### config.mk
export PLATFORM = sky130hd
export DESIGN_NAME = trng_top
export DESIGN_NICKNAME = d
export VERILOG_FILES = /design/src/common/trng_pkg.sv /design/src/entropy/entropy_debiaser.sv /design/src/rtl/request_handler.sv /design/src/rtl/trng_top.sv /design/src/rtl/word_fifo.sv
export SDC_FILE = /design/constraint.sdc
export NUM_CORES = 1
export LEC_CHECK = 0
export ABC_AREA = 1
export BUFFER_PORTS_ARGS = -buffer_cell sky130_fd_sc_hd__buf_2
export CAP_MARGIN = 0
export CORE_MARGIN = 2
export CORE_UTILIZATION = 60
export DETAILED_ROUTE_END_ITERATION = 10
export PLACE_DENSITY = 0.88
export RECOVER_POWER = 25
export SLEW_MARGIN = 40
export SYNTH_ARGS = -nofsm -noshare
export SYNTH_HDL_FRONTEND = slang
export SYNTH_SLANG_ARGS = --single-unit
export TNS_END_PERCENT = 10
### constraint.sdc
create_clock -name ic_clk -period 12.3 [get_ports ic_clk]
set_input_delay 1.23 -clock ic_clk [delete_from_list [all_inputs] [get_ports ic_clk]]
set_output_delay 1.23 -clock ic_clk [all_outputs]
set_load 0.05 [all_outputs]
### src/common/trng_pkg.sv
package trng_pkg;

    // Output pins are fixed at 16, so is the word
    localparam int WORD_WIDTH = 16;

    // Kind of value asked for on the request pins
    typedef enum logic [2:0] {
        REQ_WORD = 3'd0,    // Full word
        REQ_BYTE = 3'd1,    // Low byte, zero-extended
        REQ_BIT  = 3'd2,    // Single bit, zero-extended
        REQ_DICE = 3'd3     // 1 to 6
    } rand_req_t;           // Codes 4 to 7 fall back to a full word

    // One finished random word
    typedef struct packed {
        logic [WORD_WIDTH-1:0] data;
    } rand_word_t;

    // Registered request from the pins
    typedef struct packed {
        rand_req_t req_type;    // What to shape the word into
        logic      strobe;      // One cycle per request
    } rand_cmd_t;

endpackage

### src/entropy/entropy_debiaser.sv
module entropy_debiaser
    import trng_pkg::*;
#(
    parameter int ES_SOURCES = 8        // Parallel entropy inputs
) (
    input  logic                  ic_clk,
    input  logic                  reset,

    // Entropy samples
    input  logic [ES_SOURCES-1:0] es_bits,
    input  logic                  es_valid,
    output logic                  es_ready,

    // Finished words toward the FIFO
    output logic                  word_valid,
    input  logic                  word_ready,
    output rand_word_t            word
);

    localparam int CNT_W = $clog2(WORD_WIDTH);

    logic                  raw_bit;     // Fold of one sample
    logic                  sample;      // Sample taken this cycle
    logic                  have_first;  // First bit of a pair is held
    logic                  first_bit;
    logic                  yield;       // Unequal pair closes this cycle
    logic                  word_done;   // Last bit of the word yielded
    logic [WORD_WIDTH-1:0] shift_q;     // Word under assembly
    logic [CNT_W-1:0]      bit_cnt;     // Yielded bits so far

    // No sampling while a finished word waits
    assign es_ready = ~word_valid;
    assign sample   = es_valid & es_ready;

    // All sources folded into one raw bit
    assign raw_bit = ^es_bits;

    // 0 then 1 gives 0, 1 then 0 gives 1, so the yielded bit is the first one
    assign yield     = sample & have_first & (first_bit != raw_bit);
    assign word_done = yield & (bit_cnt == CNT_W'(WORD_WIDTH - 1));

    // Shift register doubles as the offered word, frozen while it waits
    assign word.data = shift_q;

    always_ff @(posedge ic_clk) begin
        if (reset) begin
            have_first <= 1'b0;
            bit_cnt    <= '0;
            word_valid <= 1'b0;
        end else begin
            if (sample) begin
                have_first <= ~have_first;  // Alternate first / second of pair
            end

            if (word_done) begin
                bit_cnt <= '0;              // Start the next word
            end else if (yield) begin
                bit_cnt <= bit_cnt + 1'b1;
            end

            // Offered one cycle after the completing sample
            if (word_done) begin
                word_valid <= 1'b1;
            end else if (word_ready) begin
                word_valid <= 1'b0;         // Taken by the FIFO
            end
        end
    end

    // Pair and word payload
    always_ff @(posedge ic_clk) begin
        if (sample && !have_first) begin
            first_bit <= raw_bit;           // Hold until its partner arrives
        end
        if (yield) begin
            // Enters at the LSB, first yielded bit ends at the MSB
            shift_q <= {shift_q[WORD_WIDTH-2:0], first_bit};
        end
    end

endmodule

### src/rtl/request_handler.sv
module request_handler
    import trng_pkg::*;
(
    input  logic                  ic_clk,
    input  logic                  reset,

    // Registered request from the top
    input  rand_cmd_t             cmd,

    // Head of the word FIFO
    input  logic                  pop_valid,
    output logic                  pop_ready,
    input  rand_word_t            pop_word,

    // Answer pins
    output logic [WORD_WIDTH-1:0] rand_value,
    output logic                  rand_valid
);

    typedef enum logic [1:0] {
        IDLE,           // Ready for a request
        WAIT_WORD,      // Accepted, popping a word
        DELIVER         // Shaped value on the pins
    } state_t;

    state_t    state;
    rand_req_t req_q;   // Type of the accepted request

    // Turns a raw word into the requested kind of value
    function automatic logic [WORD_WIDTH-1:0] shape(input rand_req_t  kind,
                                                    input rand_word_t w);
        case (kind)
            REQ_BYTE: shape = {{(WORD_WIDTH - 8){1'b0}}, w.data[7:0]};
            REQ_BIT:  shape = {{(WORD_WIDTH - 1){1'b0}}, w.data[0]};
            REQ_DICE: shape = (w.data % WORD_WIDTH'(6)) + WORD_WIDTH'(1);   // 1 to 6
            default:  shape = w.data;                   // Word and unused codes
        endcase
    endfunction

    // One pop per request, only while waiting
    assign pop_ready = (state == WAIT_WORD);

    // High for the single DELIVER cycle
    assign rand_valid = (state == DELIVER);

    always_ff @(posedge ic_clk) begin
        if (reset) begin
            state <= IDLE;
        end else begin
            case (state)
                IDLE: begin
                    if (cmd.strobe) begin
                        state <= WAIT_WORD;
                    end
                end
                WAIT_WORD: begin
                    if (pop_valid) begin
                        state <= DELIVER;   // Stalls here on an empty FIFO
                    end
                end
                DELIVER: begin
                    state <= IDLE;
                end
                default: begin
                    state <= IDLE;
                end
            endcase
        end
    end

    // Request type and answer payload
    always_ff @(posedge ic_clk) begin
        if (state == IDLE && cmd.strobe) begin
            req_q <= cmd.req_type;  // Strobes outside IDLE are dropped
        end
        if (pop_valid && pop_ready) begin
            rand_value <= shape(req_q, pop_word);
        end
    end

endmodule

### src/rtl/trng_top.sv
module trng_top
    import trng_pkg::*;
#(
    parameter int ES_SOURCES = 8,   // Entropy inputs
    parameter int FIFO_DEPTH = 4    // Buffered words
) (
    input  logic                  ic_clk,
    input  logic                  reset,

    // Request pins
    input  logic                  rand_req,
    input  rand_req_t             rand_req_type,
    output logic [WORD_WIDTH-1:0] rand_value,
    output logic                  rand_valid,

    // Entropy sources
    input  logic [ES_SOURCES-1:0] es_bits,
    input  logic                  es_valid,
    output logic                  es_ready
);

    logic       reset_q;        // Reset for all blocks, one cycle late
    rand_cmd_t  cmd_q;
    logic       word_valid;
    logic       word_ready;
    rand_word_t deb_word;
    logic       pop_valid;
    logic       pop_ready;
    rand_word_t pop_word;

    always_ff @(posedge ic_clk) begin
        reset_q <= reset;
    end

    // Request pins captured once
    always_ff @(posedge ic_clk) begin
        if (reset_q) begin
            cmd_q.strobe <= 1'b0;
        end else begin
            cmd_q.strobe <= rand_req;
        end
        cmd_q.req_type <= rand_req_type;
    end

    entropy_debiaser #(
        .ES_SOURCES(ES_SOURCES)
    ) u_debiaser (
        .ic_clk    (ic_clk),
        .reset     (reset_q),
        .es_bits   (es_bits),
        .es_valid  (es_valid),
        .es_ready  (es_ready),
        .word_valid(word_valid),
        .word_ready(word_ready),
        .word      (deb_word)
    );

    word_fifo #(
        .FIFO_DEPTH(FIFO_DEPTH)
    ) u_fifo (
        .ic_clk    (ic_clk),
        .reset     (reset_q),
        .push_valid(word_valid),
        .push_ready(word_ready),
        .push_word (deb_word),
        .pop_valid (pop_valid),
        .pop_ready (pop_ready),
        .pop_word  (pop_word)
    );

    request_handler u_handler (
        .ic_clk    (ic_clk),
        .reset     (reset_q),
        .cmd       (cmd_q),
        .pop_valid (pop_valid),
        .pop_ready (pop_ready),
        .pop_word  (pop_word),
        .rand_value(rand_value),
        .rand_valid(rand_valid)
    );

endmodule

### src/rtl/word_fifo.sv
module word_fifo
    import trng_pkg::*;
#(
    parameter int FIFO_DEPTH = 4        // Power of two
) (
    input  logic       ic_clk,
    input  logic       reset,

    // Write side from the debiaser
    input  logic       push_valid,
    output logic       push_ready,
    input  rand_word_t push_word,

    // Read side toward the handler
    output logic       pop_valid,
    input  logic       pop_ready,
    output rand_word_t pop_word
);

    localparam int PTR_W = $clog2(FIFO_DEPTH);
    localparam int CNT_W = $clog2(FIFO_DEPTH + 1);

    rand_word_t       mem [FIFO_DEPTH];
    logic [PTR_W-1:0] wr_ptr;
    logic [PTR_W-1:0] rd_ptr;
    logic [CNT_W-1:0] fill;         // Words held
    logic             do_push;
    logic             do_pop;

    assign push_ready = (fill != CNT_W'(FIFO_DEPTH));   // Low only when full
    assign pop_valid  = (fill != '0);
    assign pop_word   = mem[rd_ptr];                    // Head, no extra latency

    assign do_push = push_valid & push_ready;
    assign do_pop  = pop_valid & pop_ready;

    // Pointers and fill
    always_ff @(posedge ic_clk) begin
        if (reset) begin
            wr_ptr <= '0;
            rd_ptr <= '0;
            fill   <= '0;
        end else begin
            if (do_push) begin
                wr_ptr <= wr_ptr + 1'b1;    // Wraps at the power of two
            end
            if (do_pop) begin
                rd_ptr <= rd_ptr + 1'b1;
            end

            // Push and pop together leave the fill alone
            if (do_push && !do_pop) begin
                fill <= fill + 1'b1;
            end else if (do_pop && !do_push) begin
                fill <= fill - 1'b1;
            end
        end
    end

    // Storage
    always_ff @(posedge ic_clk) begin
        if (do_push) begin
            mem[wr_ptr] <= push_word;
        end
    end

endmodule

Word-level counts from Yosys, hierarchy flattened
Memory sizes are Yosys's and may differ from the RTL's. A register that Yosys moved wholly into a read port is not among the register bits.
Index checks and enable logic that the tools add are counted.

operators by class
  add/subtract/negate cells = 6
  divide/modulo/power cells = 1
  eq/ne operators = 10
  muxes and demuxes = 12
  bitwise logic cells = 8
  reduce and logical (&&, ||, !) cells = 15

operators by type and width
  cell                   count
  $pmux 16 s3            1
  $add 16x1->16 const B  1
  $mod 16x3->16 const B  1
  $mux 2                 4
  $reduce_xor 8->1       1
  $and 1x1->1            6
  $eq 3x2->1 const B     2
  $mux 3                 2
  $logic_and 1x1->1      5
  $add 2x1->2 const B    2
  $add 4x1->4 const B    1
  $eq 4x4->1 const B     1
  $mux 1                 4
  $pmux 2 s2             1
  $reduce_bool 2->1      2
  $add 3x1->3 const B    1
  $eq 3x1->1 const B     1
  $logic_not 1->1        3
  $ne 3x3->1 const B     1
  $reduce_bool 3->1      1
  $sub 3x1->3 const B    1
  $eq 2x1->1 const B     1
  $eq 2x2->1 const B     1
  $logic_not 2->1        1
  6 further kinds        7

storage, ports and cells
  flip-flop bits (word level) = 56
  memory bits (writable) = 64
  input bits = 15
  output and inout port bits = 18
  word-level logic and storage cells = 67
  memories = 1

memories
  memory      words  width  rd ports  clocked after memory_dff  write ports  line             text
  u_fifo.mem  4      16     1         1                         1            word_fifo.sv:23  rand_word_t mem [FIFO_DEPTH];

Depth between registers and ports, before layout
  depth in word-level cells = 6
  mapped depth = 50
  depth with buffers taken out = 49

By module
From an unflattened synthesis, not the netlist that was laid out.

unflattened totals
  cells, all modules = 542
  area, all modules = 5566.6 µm²

modules (own cells, without submodules)
  module            times used  cells an instance  area each (µm²)  sequential area each (µm²)
  word_fifo         1           222                2847.7           2102.0
  request_handler   1           199                1510.2           610.6
  entropy_debiaser  1           114                1098.6           630.6
  trng_top          1           7                  110.1            100.1

Least setup slack after synthesis
OpenSTA, ideal clock, no wires.

  path kind = register to register
  from = reg with a tool-made name
  to = reg u_handler.rand_value[3], data pin
  library setup time = 0.253 ns
  arrival time = 4.003 ns
  required time = 12.047 ns
  slack = 8.044 ns
  cell stages (with the launch flop) = 47
  buffers on the path = 2
  clock period less this slack = 4.256 ns
  path through = dfxtp_1 -> buf_6 -> inv_4 -> buf_6 -> nand2_2 -> nand3_2 -> nand2_2 -> nand3_2 -> nand2_1 -> nand2_1 -> nand3_2 -> nand2_1 -> nand2_1 -> nand3_2 -> nand2_1 -> nand2_1 -> nand3_2 -> nand2_1 -> [... 11 more ...] -> nand2_1 -> nand2_2 -> o211ai_2 -> nand2_1 -> nand2_1 -> nand3_2 -> nand2_1 -> nand2_1 -> nand3_2 -> nand2_1 -> nand2_1 -> and2_4 -> ha_1 -> nand4_1 -> nor2_1 -> nand3b_1 -> nand3_1 -> nand2_1

RTL lines
  what                    line                   text
  end signal: assignment  request_handler.sv:77  rand_value <= shape(req_q, pop_word);
  end: declaration        request_handler.sv:16  output logic [WORD_WIDTH-1:0] rand_value,

==> flow_summary.yaml <==
status:
  status: "complete, no violations"
sta:
  finalClockSkew_ns: 0.0156
  grt_setup_unrepaired: "false"
  hold_viol: 0
  fin_ws_ns: 6.81
  hold_ws_ns: 0.406
  fin_crit_sh_pct: 44.6
  maxSlewHeadroom_pct: 51.4
  finalSetupTns_ns: 0
  drv_slew: 0
  max_freq_mhz: 182
  fin_crit_ns: 5.49
  worst_pin_slew_ns: 0.728
  finalSetupViolations: 0
cells_and_area:
  n_fill_cell: 567
  antennaDiodeCount: 0
  nNetsFinal: 587
  regArea_mm2: 0.00344
  final_common_cell: "nand2_1"
  layout-drive-gt1-share_pct: 18.1
  area_delta_synth_final_pct: 15.4
  multi_input_comb_area_mm2: 0.00174
  most-common-layout-cells: "nand2_1, edfxtp_1, inv_1, nand3_1, buf_2"
clocking:
  path_clk_slew_ns: 0.06
  clkLatencyLatePin_ns: 0.53
  cts_made_buffers: 17
  cts_tree: "done"
  root_buffer: "clkbuf_8"
  hold_buffers: 0
  cts_resized: 0
  clock-sinks: 122
  cts-htree-levels: 4
  cts_setup_buffers: 0
  clockBufferDepth: 2
yosys:
  synth_cell_types: 38
  synthFlopType: "edfxtp_1"
  avgSynthCellArea_um2: 10.4
  async_flop_share_pct: 0
  ys_seq_area_share_pct: 63.5
  syn_area_mm2: 0.00543
  ys_warn_count: 0
  synth_edf_count: 100
  synth_fp_nets: 544
  syn_inst: 520
  synth_seq_cells: 122
setup_path:
  crit_arrival_ns: 5.76
  endpoint_kind: "flip-flop"
  cp.required_ns: 12.57
  worstSetupPathType: "reg2reg"
  crit_path_max_fanout: 22
  critPathMaxStageDelay_ns: 0.79
  cp_common_cell: "nand2_1"
  start_kind: "flip-flop"
  worst_path_max_delay_cell: "dfxtp_1"
routing:
  detail-route-antenna-nets: 0
  wire_per_inst_um: 14.6
  routed_wl_um: 10000
  drt_iter0_markers: 347
  drc_errors: 0
  drt-pass1-iter-count: 5
  via_per_inst: 5.52
  vias: 3775
global_route:
  antenna_found_initial: 0
  grt_pass1_wl_um: 16500
  gr-usage-all-layers_pct: 21.9
  grt_max_degree: 35
  grt_pass1_vias: 3661
  grt.overflow.total: 0
placed_design:
  dpl.hpwl_um: 6530
  preCtsSetupSlack_ns: 6.94
  gp_congestion: 0.822
  numPortBuffers: 32
die:
  die_height_um: 99.1
  die_x_um: 99.1
  num_io_pins: 33
  core_mm2: 0.00876
  die_area_mm2: 0.00982
  row_count: 34
  initial_core_util_pct: 61.9
flow_run:
  maxCapViolCount: 0
pwr:
  power_density_mw_per_mm2: 150
  p_leak_nw: 2.58
  vdd_drop_max_uv: 113
min_path:
  hold_class: "reg2reg"
where the power goes:
part / internal (W) / switching [W]
combinational: 0.00000704 / 0.00000982
sequential: 0.000453 / 0.00000512
clock: 0.000284 / 0.000183
total: 0.000744 / 0.000198
final cells by class:
type	instances	share of cell area [%]
sequential	122	55.0
timing repair buffer	35	2.92
clock buffer	21	7.85
inverter	50	3.04
multi-input combinational	337	27.8
tap	108	2.16
clock inverter	11	1.28
metal layers:
| metal | share of wire, % | vias up | wire, um | GRT usage (%) |
|---|---|---|---|---|
| met3 | 6.0 | 13 | 597 | 7.45 |
| met2 | 51 | 129 | 5080 | 36.5 |
| met4 | 1.2 | 0 | 122 | 9.91 |
| met5 | 0 | - | 0 | 0 |
| li1 | - | 1853 | - | - |
| met1 | 42 | 1780 | 4200 | 25.7 |
path summary, 6_finish.rpt:
path	slack, ns	start	endpoint	depth (start not counted)
max	6.81	flip-flop	u_handler.rand_value[3]	42
min	0.41	cmd_q[3]	u_handler.req_q[2]	0
max reg2reg	6.81	flip-flop	u_handler.rand_value[3]	42
min reg2reg	0.41	cmd_q[3]	u_handler.req_q[2]	0
cell usage after synthesis, types with 5 or more instances:
cell / n / area, um^2
ha_1: 8 / 100
nand2_2: 10 / 62.6
o21ai_0: 15 / 75.1
edfxtp_1: 100 / 3000
inv_1: 47 / 176
xnor2_1: 7 / 61.3
nand2_1: 160 / 601
a21oi_1: 22 / 110
nand3_2: 12 / 120
nand4_1: 5 / 31.3
dfxtp_1: 22 / 440
nand3_1: 46 / 230
nor2_1: 26 / 97.6
state kept, by name (all words and copies together), names as in the netlist, named ones only:
name / count
u_debiaser.word_valid: 1
u_fifo.wr_ptr: 2
u_fifo.fill: 3
u_debiaser.word: 16
u_fifo.mem: 64
u_handler.rand_value: 16
u_debiaser.first_bit: 1
u_debiaser.bit_cnt: 4
cmd_q: 4
u_handler.state: 2
reset_q: 1
u_handler.req_q: 3
u_fifo.rd_ptr: 2
u_debiaser.have_first: 1
worst max-delay path: cells and delay by family (launching register included):
kind / cells / cell delay, ns
and+or+nand+nor: 38 / 3.61
DFF: 1 / 0.79
buffers and inverters: 2 / 0.44
AOI/OAI and AO/OA: 1 / 0.09
adders and majority gates: 1 / 0.29
stage by stage:
stage | instances | power [W] | utilization (%) | cell area (um^2)
global placement | 652 | 0.000482 | 64.8 | 5680
finish | 684 | 0.000942 | 71.5 | 6260
floorplan | 520 | 0.000477 | - | 5430
global route | 684 | 0.000969 | 71.5 | 6260
CTS | 684 | 0.000948 | 71.5 | 6260
detailed placement | 652 | 0.000484 | 65.0 | 5690
kinds of logic (layout without fill, tap and decap cells):
family          after synthesis  count (layout)  share of synthesized area (%)
compound gates               49              49                           5.35
xor+xnor                      9               9                           1.45
flops                       122             122                           63.5
fa+ha+maj                     9               9                           2.21
simple gates                270             270                           22.6
buf+inv                      61             117                           4.93
No activity file was read; power rests on OpenSTA's default activity.
